==> src/source/alu_config.svh <==
`ifndef ALU_CONFIG_SVH
`define ALU_CONFIG_SVH

// operand width of the datapath
`define ALU_WIDTH 32

// entries per command queue and initial credits per port
`define CMD_QUEUE_DEPTH 4

// number of peer issue ports
`define NUM_ISSUE_PORTS 2

`endif

==> src/source/alu_pkg.sv <==
`default_nettype none

`include "alu_config.svh"

package alu_pkg;

	//////////////////////////////
	// opcodes

	// codes 12 to 15 unused
	typedef enum logic [3:0] {
		op_neg     = 4'd0,   // two's complement of b
		op_and     = 4'd1,
		op_xor     = 4'd2,
		op_shl     = 4'd3,
		op_shr     = 4'd4,
		op_add     = 4'd5,
		op_mul     = 4'd6,   // signed
		op_mulu    = 4'd7,
		op_sra     = 4'd8,
		op_pass_a  = 4'd9,
		op_pass_b  = 4'd10,
		op_add_ofs = 4'd11   // a + zero-extended b[15:0]
	} alu_op_t;

	//////////////////////////////
	// payloads

	typedef struct packed {
		logic carry;
		logic zero;
		logic sign;
		logic overflow;
	} alu_flags_t;

	typedef struct packed {
		alu_op_t               op;
		logic [`ALU_WIDTH-1:0] a;
		logic [`ALU_WIDTH-1:0] b;
	} alu_cmd_t;

	typedef struct packed {
		logic [`ALU_WIDTH-1:0] out;
		logic [`ALU_WIDTH-1:0] out_ext;   // upper product word
		alu_flags_t            flags;
	} alu_result_t;

	typedef logic [$clog2(`NUM_ISSUE_PORTS)-1:0] port_id_t;

endpackage

`default_nettype wire

==> src/source/alu_issue_if.sv <==
`timescale 1ns/1ps
`default_nettype none

// one command queue talking to the shared arbiter
interface alu_issue_if;
	import alu_pkg::*;

	logic     req;    // queue holds at least one command
	alu_cmd_t cmd;    // head of queue
	logic     grant;  // arbiter picked this queue
	logic     fire;

	// the command moves on the edge closing this cycle
	assign fire = req && grant;

	modport queue (
		output req,
		output cmd,
		input  fire
	);

	modport arbiter (
		input  req,
		input  cmd,
		output grant
	);

endinterface

`default_nettype wire

==> src/source/alu_cluster_top.sv <==
`timescale 1ns/1ps
`default_nettype none

`include "alu_config.svh"

module alu_cluster_top (
	input  logic                  clk,
	input  logic                  arst_n,
	// port 0
	input  logic                  cmd_valid_0,
	input  logic [3:0]            cmd_op_0,
	input  logic [`ALU_WIDTH-1:0] cmd_a_0,
	input  logic [`ALU_WIDTH-1:0] cmd_b_0,
	output logic                  credit_0,
	// port 1
	input  logic                  cmd_valid_1,
	input  logic [3:0]            cmd_op_1,
	input  logic [`ALU_WIDTH-1:0] cmd_a_1,
	input  logic [`ALU_WIDTH-1:0] cmd_b_1,
	output logic                  credit_1,
	// result bus
	output logic                  res_valid,
	output alu_pkg::port_id_t     res_port,
	output logic [`ALU_WIDTH-1:0] res_out,
	output logic [`ALU_WIDTH-1:0] res_ext,
	output logic                  res_carry,
	output logic                  res_zero,
	output logic                  res_sign,
	output logic                  res_overflow
);
	import alu_pkg::*;

	alu_cmd_t    push_cmd_0;
	alu_cmd_t    push_cmd_1;
	logic        issue_valid;
	alu_cmd_t    issue_cmd;
	port_id_t    issue_port;
	alu_result_t result;

	// undefined op codes pass through unchanged
	assign push_cmd_0 = '{op: alu_op_t'(cmd_op_0), a: cmd_a_0, b: cmd_b_0};
	assign push_cmd_1 = '{op: alu_op_t'(cmd_op_1), a: cmd_a_1, b: cmd_b_1};

	alu_issue_if if_0 ();
	alu_issue_if if_1 ();

	cmd_queue u_queue_0 (
		.clk (clk), .arst_n (arst_n), .push (cmd_valid_0), .push_cmd (push_cmd_0),
		.credit (credit_0), .issue (if_0.queue)
	);

	cmd_queue u_queue_1 (
		.clk (clk), .arst_n (arst_n), .push (cmd_valid_1), .push_cmd (push_cmd_1),
		.credit (credit_1), .issue (if_1.queue)
	);

	issue_arbiter u_arbiter (
		.clk (clk), .arst_n (arst_n), .port0 (if_0.arbiter), .port1 (if_1.arbiter),
		.issue_valid (issue_valid), .issue_cmd (issue_cmd), .issue_port (issue_port)
	);

	alu_core u_core (
		.clk (clk), .arst_n (arst_n), .issue_valid (issue_valid), .issue_cmd (issue_cmd),
		.issue_port (issue_port), .res_valid (res_valid), .res_port (res_port),
		.result (result)
	);

	//////////////////////////////
	// result struct onto plain ports

	assign res_out      = result.out;
	assign res_ext      = result.out_ext;
	assign res_carry    = result.flags.carry;
	assign res_zero     = result.flags.zero;
	assign res_sign     = result.flags.sign;
	assign res_overflow = result.flags.overflow;

endmodule

`default_nettype wire

==> src/source/alu_core.sv <==
`timescale 1ns/1ps
`default_nettype none

`include "alu_config.svh"

module alu_core (
	input  logic                 clk,
	input  logic                 arst_n,
	input  logic                 issue_valid,
	input  alu_pkg::alu_cmd_t    issue_cmd,
	input  alu_pkg::port_id_t    issue_port,
	output logic                 res_valid,
	output alu_pkg::port_id_t    res_port,
	output alu_pkg::alu_result_t result
);
	import alu_pkg::*;

	localparam int W = `ALU_WIDTH;

	alu_op_t       op;
	logic [W-1:0]  a;
	logic [W-1:0]  b;
	logic [1:0]    shift_mode;
	logic [W-1:0]  shift_out;
	logic [W:0]    add_sum;
	logic [W:0]    ofs_sum;
	logic          signed_mul;
	logic          neg_prod;
	logic [W-1:0]  mul_a;
	logic [W-1:0]  mul_b;
	logic [2*W-1:0] prod;
	logic [2*W-1:0] prod_fix;
	logic          is_logic;
	alu_result_t   nxt;

	assign op = issue_cmd.op;
	assign a  = issue_cmd.a;
	assign b  = issue_cmd.b;

	//////////////////////////////
	// shifter, adders, multiplier

	assign shift_mode = {op == op_sra, (op == op_shr) || (op == op_sra)};

	barrel_shifter u_shift (
		.value   (a),
		.amount  (b[4:0]),
		.mode    (shift_mode),
		.shifted (shift_out)
	);

	assign add_sum = {1'b0, a} + {1'b0, b};
	assign ofs_sum = {1'b0, a} + {{(W-15){1'b0}}, b[15:0]};   // upper half of b ignored

	// signed mul goes through magnitudes on the one unsigned multiplier
	assign signed_mul = (op == op_mul);
	assign mul_a      = (signed_mul && a[W-1]) ? (~a + 1'b1) : a;
	assign mul_b      = (signed_mul && b[W-1]) ? (~b + 1'b1) : b;
	assign prod       = (2*W)'(mul_a) * (2*W)'(mul_b);
	assign neg_prod   = signed_mul && (a[W-1] ^ b[W-1]);
	assign prod_fix   = neg_prod ? (~prod + 1'b1) : prod;

	assign is_logic = op inside {op_neg, op_and, op_xor, op_shl, op_shr, op_sra,
		op_pass_a, op_pass_b};

	//////////////////////////////
	// operation select and flags

	always_comb
	begin
		nxt = '0;   // covers undefined opcodes too
		case (op)
			op_neg:    nxt.out = ~b + 1'b1;
			op_and:    nxt.out = a & b;
			op_xor:    nxt.out = a ^ b;
			op_shl,
			op_shr,
			op_sra:    nxt.out = shift_out;
			op_add:
			begin
				{nxt.flags.carry, nxt.out} = add_sum;
				nxt.flags.sign     = add_sum[W-1];
				nxt.flags.overflow = add_sum[W];   // mirrors carry
			end
			op_mul,
			op_mulu:
			begin
				{nxt.out_ext, nxt.out} = prod_fix;
				nxt.flags.sign = neg_prod;   // zero for mulu
			end
			op_pass_a: nxt.out = a;
			op_pass_b: nxt.out = b;
			op_add_ofs:
				{nxt.flags.carry, nxt.out} = ofs_sum;
			default:   nxt.out = '0;
		endcase
		nxt.flags.zero = ({nxt.out_ext, nxt.out} == '0);
	end

	//////////////////////////////
	// result register

	always_ff @(posedge clk or negedge arst_n)
	begin
		if (!arst_n)
			res_valid <= 1'b0;
		else
			res_valid <= issue_valid;
	end

	always_ff @(posedge clk)
	begin
		if (issue_valid)
		begin
			result   <= nxt;
			res_port <= issue_port;
		end
	end

	a_logic_flags: assert property (
		@(posedge clk) disable iff (!arst_n)
		(issue_valid && is_logic) |=> (!result.flags.sign && !result.flags.overflow)
	) else $error("alu_core: sign or overflow set by a logic op");

endmodule

`default_nettype wire

==> src/source/barrel_shifter.sv <==
`timescale 1ns/1ps
`default_nettype none

`include "alu_config.svh"

// mode[0] selects right shift, mode[1] fills right shifts with the sign
module barrel_shifter (
	input  logic [`ALU_WIDTH-1:0] value,
	input  logic [4:0]            amount,
	input  logic [1:0]            mode,
	output logic [`ALU_WIDTH-1:0] shifted
);
	localparam int W = `ALU_WIDTH;

	logic [W-1:0] stage [0:5];
	logic         fill;

	assign fill = mode[1] && mode[0] && value[W-1];

	// left shifts run through the right shifter bit-reversed
	assign stage[0] = mode[0] ? value : {<<{value}};

	//////////////////////////////
	// log stages 1, 2, 4, 8, 16

	for (genvar i = 0; i < 5; i++)
	begin : g_stage
		localparam int SH = 1 << i;

		assign stage[i+1] = amount[i] ? {{SH{fill}}, stage[i][W-1:SH]} : stage[i];
	end

	assign shifted = mode[0] ? stage[5] : {<<{stage[5]}};

endmodule

`default_nettype wire

==> src/source/cmd_queue.sv <==
`timescale 1ns/1ps
`default_nettype none

`include "alu_config.svh"

module cmd_queue #(
	parameter int DEPTH = `CMD_QUEUE_DEPTH
) (
	input  logic              clk,
	input  logic              arst_n,
	input  logic              push,
	input  alu_pkg::alu_cmd_t push_cmd,
	output logic              credit,
	alu_issue_if.queue        issue
);
	import alu_pkg::*;

	localparam int PTR_W = (DEPTH > 1) ? $clog2(DEPTH) : 1;
	localparam int CNT_W = $clog2(DEPTH + 1);

	alu_cmd_t         mem [DEPTH];
	logic [PTR_W-1:0] wr_ptr;
	logic [PTR_W-1:0] rd_ptr;
	logic [CNT_W-1:0] count;
	logic             pop;

	// pointer step with wrap at DEPTH
	function automatic logic [PTR_W-1:0] bump(input logic [PTR_W-1:0] ptr);
		return (ptr == PTR_W'(DEPTH - 1)) ? '0 : ptr + 1'b1;
	endfunction

	assign pop       = issue.fire;
	assign issue.req = (count != '0);
	assign issue.cmd = mem[rd_ptr];

	//////////////////////////////
	// storage

	always_ff @(posedge clk)
	begin
		if (push)
			mem[wr_ptr] <= push_cmd;
	end

	//////////////////////////////
	// pointers, count, credit

	always_ff @(posedge clk or negedge arst_n)
	begin
		if (!arst_n)
		begin
			wr_ptr <= '0;
			rd_ptr <= '0;
			count  <= '0;
			credit <= 1'b0;
		end
		else
		begin
			credit <= pop;   // one credit back per pop
			if (push)
				wr_ptr <= bump(wr_ptr);
			if (pop)
				rd_ptr <= bump(rd_ptr);
			case ({push, pop})
				2'b10:   count <= count + 1'b1;
				2'b01:   count <= count - 1'b1;
				default: count <= count;   // idle or push+pop
			endcase
		end
	end

	// requester ran out of credits but pushed anyway
	a_no_overflow: assert property (
		@(posedge clk) disable iff (!arst_n)
		push |-> (count != CNT_W'(DEPTH))
	) else $error("cmd_queue: push into full queue");

endmodule

`default_nettype wire

==> src/source/issue_arbiter.sv <==
`timescale 1ns/1ps
`default_nettype none

module issue_arbiter (
	input  logic              clk,
	input  logic              arst_n,
	alu_issue_if.arbiter      port0,
	alu_issue_if.arbiter      port1,
	output logic              issue_valid,
	output alu_pkg::alu_cmd_t issue_cmd,
	output alu_pkg::port_id_t issue_port
);
	import alu_pkg::*;

	logic [1:0] req;
	logic [1:0] grant;
	port_id_t   last;     // port granted most recently
	port_id_t   pref;     // port with priority this cycle
	port_id_t   winner;

	assign req  = {port1.req, port0.req};
	assign pref = last + 1'b1;

	//////////////////////////////
	// round robin pick

	always_comb
	begin
		winner = pref;
		if (!req[pref])
			winner = ~pref;   // fall back to the other port
	end

	assign issue_valid = |req;
	assign grant       = issue_valid ? (2'b01 << winner) : 2'b00;
	assign port0.grant = grant[0];
	assign port1.grant = grant[1];

	assign issue_port = winner;
	assign issue_cmd  = winner ? port1.cmd : port0.cmd;

	// start with port 0 preferred
	always_ff @(posedge clk or negedge arst_n)
	begin
		if (!arst_n)
			last <= port_id_t'(1);
		else if (issue_valid)
			last <= winner;
	end

	a_grant_legal: assert property (
		@(posedge clk) disable iff (!arst_n)
		$onehot0(grant) && ((grant & ~req) == 2'b00)
	) else $error("issue_arbiter: bad grant %b for req %b", grant, req);

endmodule

`default_nettype wire

==> config.mk <==
export PLATFORM = sky130hd
export DESIGN_NAME = alu_cluster_top
export DESIGN_NICKNAME = d
export VERILOG_FILES = /design/src/source/alu_pkg.sv /design/src/source/alu_issue_if.sv /design/src/source/alu_cluster_top.sv /design/src/source/alu_core.sv /design/src/source/barrel_shifter.sv /design/src/source/cmd_queue.sv /design/src/source/issue_arbiter.sv
export VERILOG_INCLUDE_DIRS = /design/src /design/src/source
export SDC_FILE = /design/constraint.sdc
export NUM_CORES = 2
export LEC_CHECK = 0
export BUFFER_PORTS_ARGS = -buffer_cell sky130_fd_sc_hd__clkbuf_2
export CAP_MARGIN = 10
export CORE_UTILIZATION = 62
export DETAILED_ROUTE_END_ITERATION = 8
export PLACE_DENSITY = 0.8
export SLEW_MARGIN = 20
export SYNTH_ARGS = -nofsm -noshare
export SYNTH_HDL_FRONTEND = slang
export SYNTH_SLANG_ARGS = --single-unit
==> constraint.sdc <==
create_clock -name clk -period 31.3 [get_ports clk]
set_clock_uncertainty 0.05 [all_clocks]
set_input_delay 6.26 -clock clk [delete_from_list [all_inputs] [get_ports clk]]
set_output_delay 6.26 -clock clk [all_outputs]
set_load 0.01 [all_outputs]
# --- Word-level counts from Yosys, hierarchy flattened ---
# Memory sizes are Yosys's and may differ from the RTL's.
# Index checks and enable logic that the tools add are counted.
word_totals:
  wordCells: 108
  in_bits: 140
  output_inout_bits: 72
  ram_bits: 544
  register_bits: 87
  mem_count: 2
memory_table:
  columns: ["memory", "words", "word_bits", "read_ports", "rd_clocked_by_memory_dff", "write_ports", "line", "text"]
  rows:
  - ["u_queue_0.mem", 4, 68, 1, 0, 1, "cmd_queue.sv:21", "alu_cmd_t mem [DEPTH];"]
  - ["u_queue_1.mem", 4, 68, 1, 0, 1, "cmd_queue.sv:21", null]
op_classes:
  shifts: 1
  addsub: 14
  reduce_logical: 17
  n_lt_le_gt_ge: 1
  n_bitwise: 7
  muxes: 29
  multipliers: 1
  eq_ne: 19
ops:
  columns: ["cell", "n"]
  rows:
  - ["32-bit two-way mux", 10]
  - ["32-bit one-hot mux with 9 select lines", 1]
  - ["68-bit two-way mux", 1]
  - ["32-bit by 1-bit adder with 32-bit output (second input constant)", 2]
  - ["64-bit by 1-bit adder with 64-bit output (second input constant)", 1]
  - ["64-bit logical NOT", 1]
  - ["32-bit by 32-bit multiplier with 64-bit output", 1]
  - ["64-bit two-way mux", 1]
  - ["32-bit inverter", 2]
  - ["64-bit inverter", 1]
  - ["32-bit by 16-bit adder with 33-bit output", 1]
  - ["32-bit by 32-bit adder with 33-bit output", 1]
  - ["32-bit bitwise AND", 1]
  - ["32-bit bitwise XOR", 1]
  - ["4-bit by 3-bit == test with 1-bit output (second input constant)", 4]
  - ["4-bit == test (second input constant)", 4]
  - ["2-bit == test (second input constant)", 6]
  - ["3-bit one-hot mux with 2 select lines", 2]
  - ["2-bit two-way mux", 5]
  - ["2-bit by 1-bit adder with 2-bit output (second input constant)", 4]
  - ["4-bit by 2-bit == test with 1-bit output (second input constant)", 2]
  - ["1-bit logical AND", 7]
  - ["1-bit two-way mux", 7]
  - ["3-bit by 1-bit adder with 3-bit output (second input constant)", 2]
  - ["15 further kinds", 21]

# --- Logic depth before layout (Yosys ltp) ---
depth:
  depth_word: 17
  ltp_mapped: 51
  ltp_nobuf: 45

# --- Modules after synthesis ---
# Synthesis repeated with hierarchy kept, for this count alone.
hier_totals:
  hier_cells: 6528
  area_unflattened_um2: 68598.3
modules_own_cells:
  columns: ["module", "instances", "area_each_um2", "cells_each", "seq_area_each_um2"]
  rows:
  - ["alu_core", 1, 43125.1, 5173, 2097.0]
  - ["cmd_queue", 2, 10329.9, 395, 8368.0]
  - ["barrel_shifter", 1, 3881.2, 479, 0.0]
  - ["issue_arbiter", 1, 919.6, 84, 26.3]
  - ["alu_cluster_top", 1, 12.5, 2, 0.0]

# --- Worst setup path before layout ---
# Ideal clock, no wire load.
synth_path:
  kind: "register to register"
  from: "reg u_arbiter.last"
  to: "reg, netlist name u_core.result[2]"
  t_required_ns: 31.080
  path_slack_ns: 17.964
  setup_ns: 0.170
  period_less_slack_ns: 13.336
  n_path_buf: 9
  arrival_time_ns: 13.116
  path_stages_with_launch: 48
  cell_sequence: "dfstp_2 or4b_4 o21ai_2 buf_6 buf_4 mux2i_1 buf_2 buf_1 clkbuf_1 ha_1 nand2_1 or4_1 clkbuf_1 nor2_2 nand2_1 o21ai_0 xnor2_1 clkbuf_1 [... 12 more ...] ha_1 clkbuf_1 a21o_1 a21o_1 a221oi_1 a21oi_1 o22ai_1 xor2_1 nor4b_1 and4_1 and4b_1 buf_2 nand4b_1 o31ai_1 xor2_1 nor2_1 or4_1 nor4_2"
synth_rtl:
  columns: ["item", "line", "text"]
  rows:
  - ["start, declared", "issue_arbiter.sv:17", "port_id_t last;"]
  - ["start signal, assigned", "issue_arbiter.sv:46", "last <= port_id_t'(1);"]
  - ["start signal, assigned", "issue_arbiter.sv:48", "last <= winner;"]

==> results.toml <==
[global_routing]
grt_max_degree = 75
grt-ovfl-total = 0
antenna_found_initial = 19
track_usage_pct = 45.05
grt_pass1_vias = 56310
grt_pass1_wl_um = 363300

[worst_setup_path]
end_kind = "register"
cpPeakStageDelay_ns = 0.89
crit_end = "u_core.result[2]"
r2r_cells = 42
cp.arrival_ns = 16.64
critPathTopFamily = "adder cells"
r2r_start = "u_queue_0.rd_ptr[0]"
criticalPathCategory = "reg -> reg"
cp_common_cell = "fa_1"
worst-path-buf-inv = 9
startpoint = "u_queue_0.rd_ptr[0]"
reg2reg_to = "u_core.result[2]"
critPathMaxFanout = 41
crit_cells = 42
crit_required_ns = 31.66
cp-start-kind = "register"
slowest_stage = "o21ai_0"
reg2reg_slack_ns = 15.02

[logic_synthesis]
ys_top_cells_by_area = "edfxtp_1 (27%), fa_1 (27%), ha_1 (5.8%)"
synth_top_area_share_pct = 27.32
ys_seq_area_share_pct = 27.99
synth_area_per_cell_um2 = 10.27
syn-instance-count = 6563
synth_seq_cells = 631
synthFlopType = "edfxtp_1"
synth_edf_count = 613
synth_cell_types = 109
ys_warn_count = 0
netlist_area_mm2 = 0.06738
syn_nets = 7912
synth-async-reset-ratio_pct = 2.853
yosys.area.top_type = "edfxtp_1"

[final_layout]
layout_common_cells = "inv_1 (993), fa_1 (899), nor2_1 (802)"
final_common_cell = "inv_1"
nNetsFinal = 8038
drive_gt1_share_pct = 12.05
syn_to_final_growth_pct = 7.971
final_util_pct = 67.77

[floorplanning]
dieWidth_um = 331.7
die_h_um = 331.7
core_mm2 = 0.1074
die_area_mm2 = 0.1100
rows = 120
ioPinCount = 212
start_util_pct = 62.77

[cts]
htreeDepth = 2
root_buffer = "clkbuf_16"
cts-resized-gates = 0
cts_tree = "built"
clock_path_buffers = 3
cts_sinks = 631
postCtsSetupBuffers = 0
cts-buffers-inserted = 52
hold_buffers = 0
clkSlewWorstSetupHoldPaths_ns = 0.07
clkLatencyLatePin_ns = 0.63

[sta]
tightestPinTransition_ns = 1.414
final_hold_viol_count = 0
rsz0062_at_grt = "no"
fmax_mhz = 61.44
relSlewSlack_pct = 4.854
final_max_slew_viol_count = 0
fin_setup_tns_ns = 0
setup_violations = 0
min_period_over_period_pct = 52.00
holdWs_ns = 0.4576
min_period_ns = 16.28

[status]
outcome = "finished, final reports clean"

[detailed_routing]
drt_wl_total_um = 245200
drc = 0
drt-pass1-iter-count = 6
viasPerCell = 6.654
drt_iter0_markers = 6663
routedWlPerCell_um = 30.10
vias = 54200
detail-route-antenna-nets = 0

[hold_path]
hold_start = "u_queue_0.count[2]"
holdCritPathClass = "reg -> reg"
whs_path_depth = 1

[placement]
place_hpwl_um = 187300
portBuffers = 211
gp_congestion = 1.100

[flow_run]
cap_violations = 0
==> cells in the mapped netlist, types with 18 or more instances <==
cell / instances
nand3_1: 90
nand2_1: 740
ha_1: 310
o22ai_1: 33
a22oi_1: 39
and2_1: 34
o211ai_1: 45
buf_1: 20
nand2b_1: 37
or2_2: 20
nand4_1: 44
o21ai_1: 22
xor2_1: 50
edfxtp_1: 613
nor4_1: 37
o21ai_0: 171
clkbuf_1: 249
o31ai_1: 34
mux2i_1: 61
inv_1: 993
o221ai_1: 18
a21o_1: 49
nor2_1: 802
or3_1: 33
mux4_2: 133
nor3_1: 80
xnor2_1: 197
a221oi_1: 20
a21oi_1: 183
a211oi_1: 53
buf_2: 36
a31oi_1: 30
and3_1: 24
fa_1: 899
==> layout make-up <==
type / count / area [µm²]
multi-input combinational: 4595 / 44120
fill: 8086 / 34600
sequential: 631 / 18870
inverter: 1007 / 3780
timing repair buffer: 402 / 2502
tap: 1403 / 1755
clock buffer: 59 / 1328
clock inverter: 35 / 361.6
antenna: 14 / 35.03
==> layer usage <==
metal	track usage (%)	wire length [µm]	vias up
met5	0	62	-
met4	30.29	20900	10
met3	12.80	31010	1174
met2	70.32	109900	3917
met1	54.74	83310	26900
li1	-	-	22200
==> kinds of logic (layout without fill, tap and decap cells) <==
kind of cell,Yosys count,count (layout),synth area share [%]
AND/OR/NAND/NOR,2026,2026,13.15
buffers and inverters,1337,1503,7.819
adder cells (fa/ha/maj),1209,1209,32.46
AO/OA/AOI/OAI,867,867,8.616
flip-flops,631,631,27.99
XOR/XNOR,248,248,3.251
multiplexers,245,245,6.712
other,0,14,0
==> worst reg2reg max path, delay by kind of cell (launching register included) <==
| kind | cells | cell delay [ns] |
|---|---|---|
| compound gates | 6 | 2.56 |
| xor+xnor | 2 | 0.49 |
| fa+ha+maj | 10 | 4.40 |
| buf+inv | 9 | 2.38 |
| flops | 1 | 0.62 |
| mux | 3 | 1.35 |
| simple gates | 12 | 4.22 |
==> worst min-delay path by stage <==
| stage | end |
|---|---|
| 2_1_floorplan | u_queue_0.count[2] |
| 3_3_place_gp | u_queue_0.count[2] |
| 3_5_place_dp | u_queue_0.count[2] |
| 4_1_cts | u_queue_0.count[2] |
| 5_1_grt | u_queue_0.count[2] |
| 6_report | u_queue_0.count[2] |
==> state kept, by name, indices dropped and copies added (netlist names) <==
signal and count:
u_queue_0.mem 272, u_queue_1.credit 1, u_core.result 68, u_queue_0.count 3, u_queue_1.count 3, u_core.res_valid 1, u_arbiter.last 1, u_core.res_port 1
u_queue_0.rd_ptr 2, u_queue_1.wr_ptr 2, u_queue_0.credit 1, u_queue_1.mem 272, u_queue_0.wr_ptr 2, u_queue_1.rd_ptr 2
==> stage by stage <==
step	std cells	area (µm²)	setup slack (ns)
2_1_floorplan	6563	67380	17.96
3_3_place_gp	8038	70960	15.74
3_5_place_dp	8038	71010	15.61
4_1_cts	8132	72690	15.52
5_1_grt	8140	72740	14.66
6_report	8146	72750	15.02
Power is left out: the tool's default activity adds up to more than one toggle a clock period on the data nets, which glitch-free logic cannot reach.
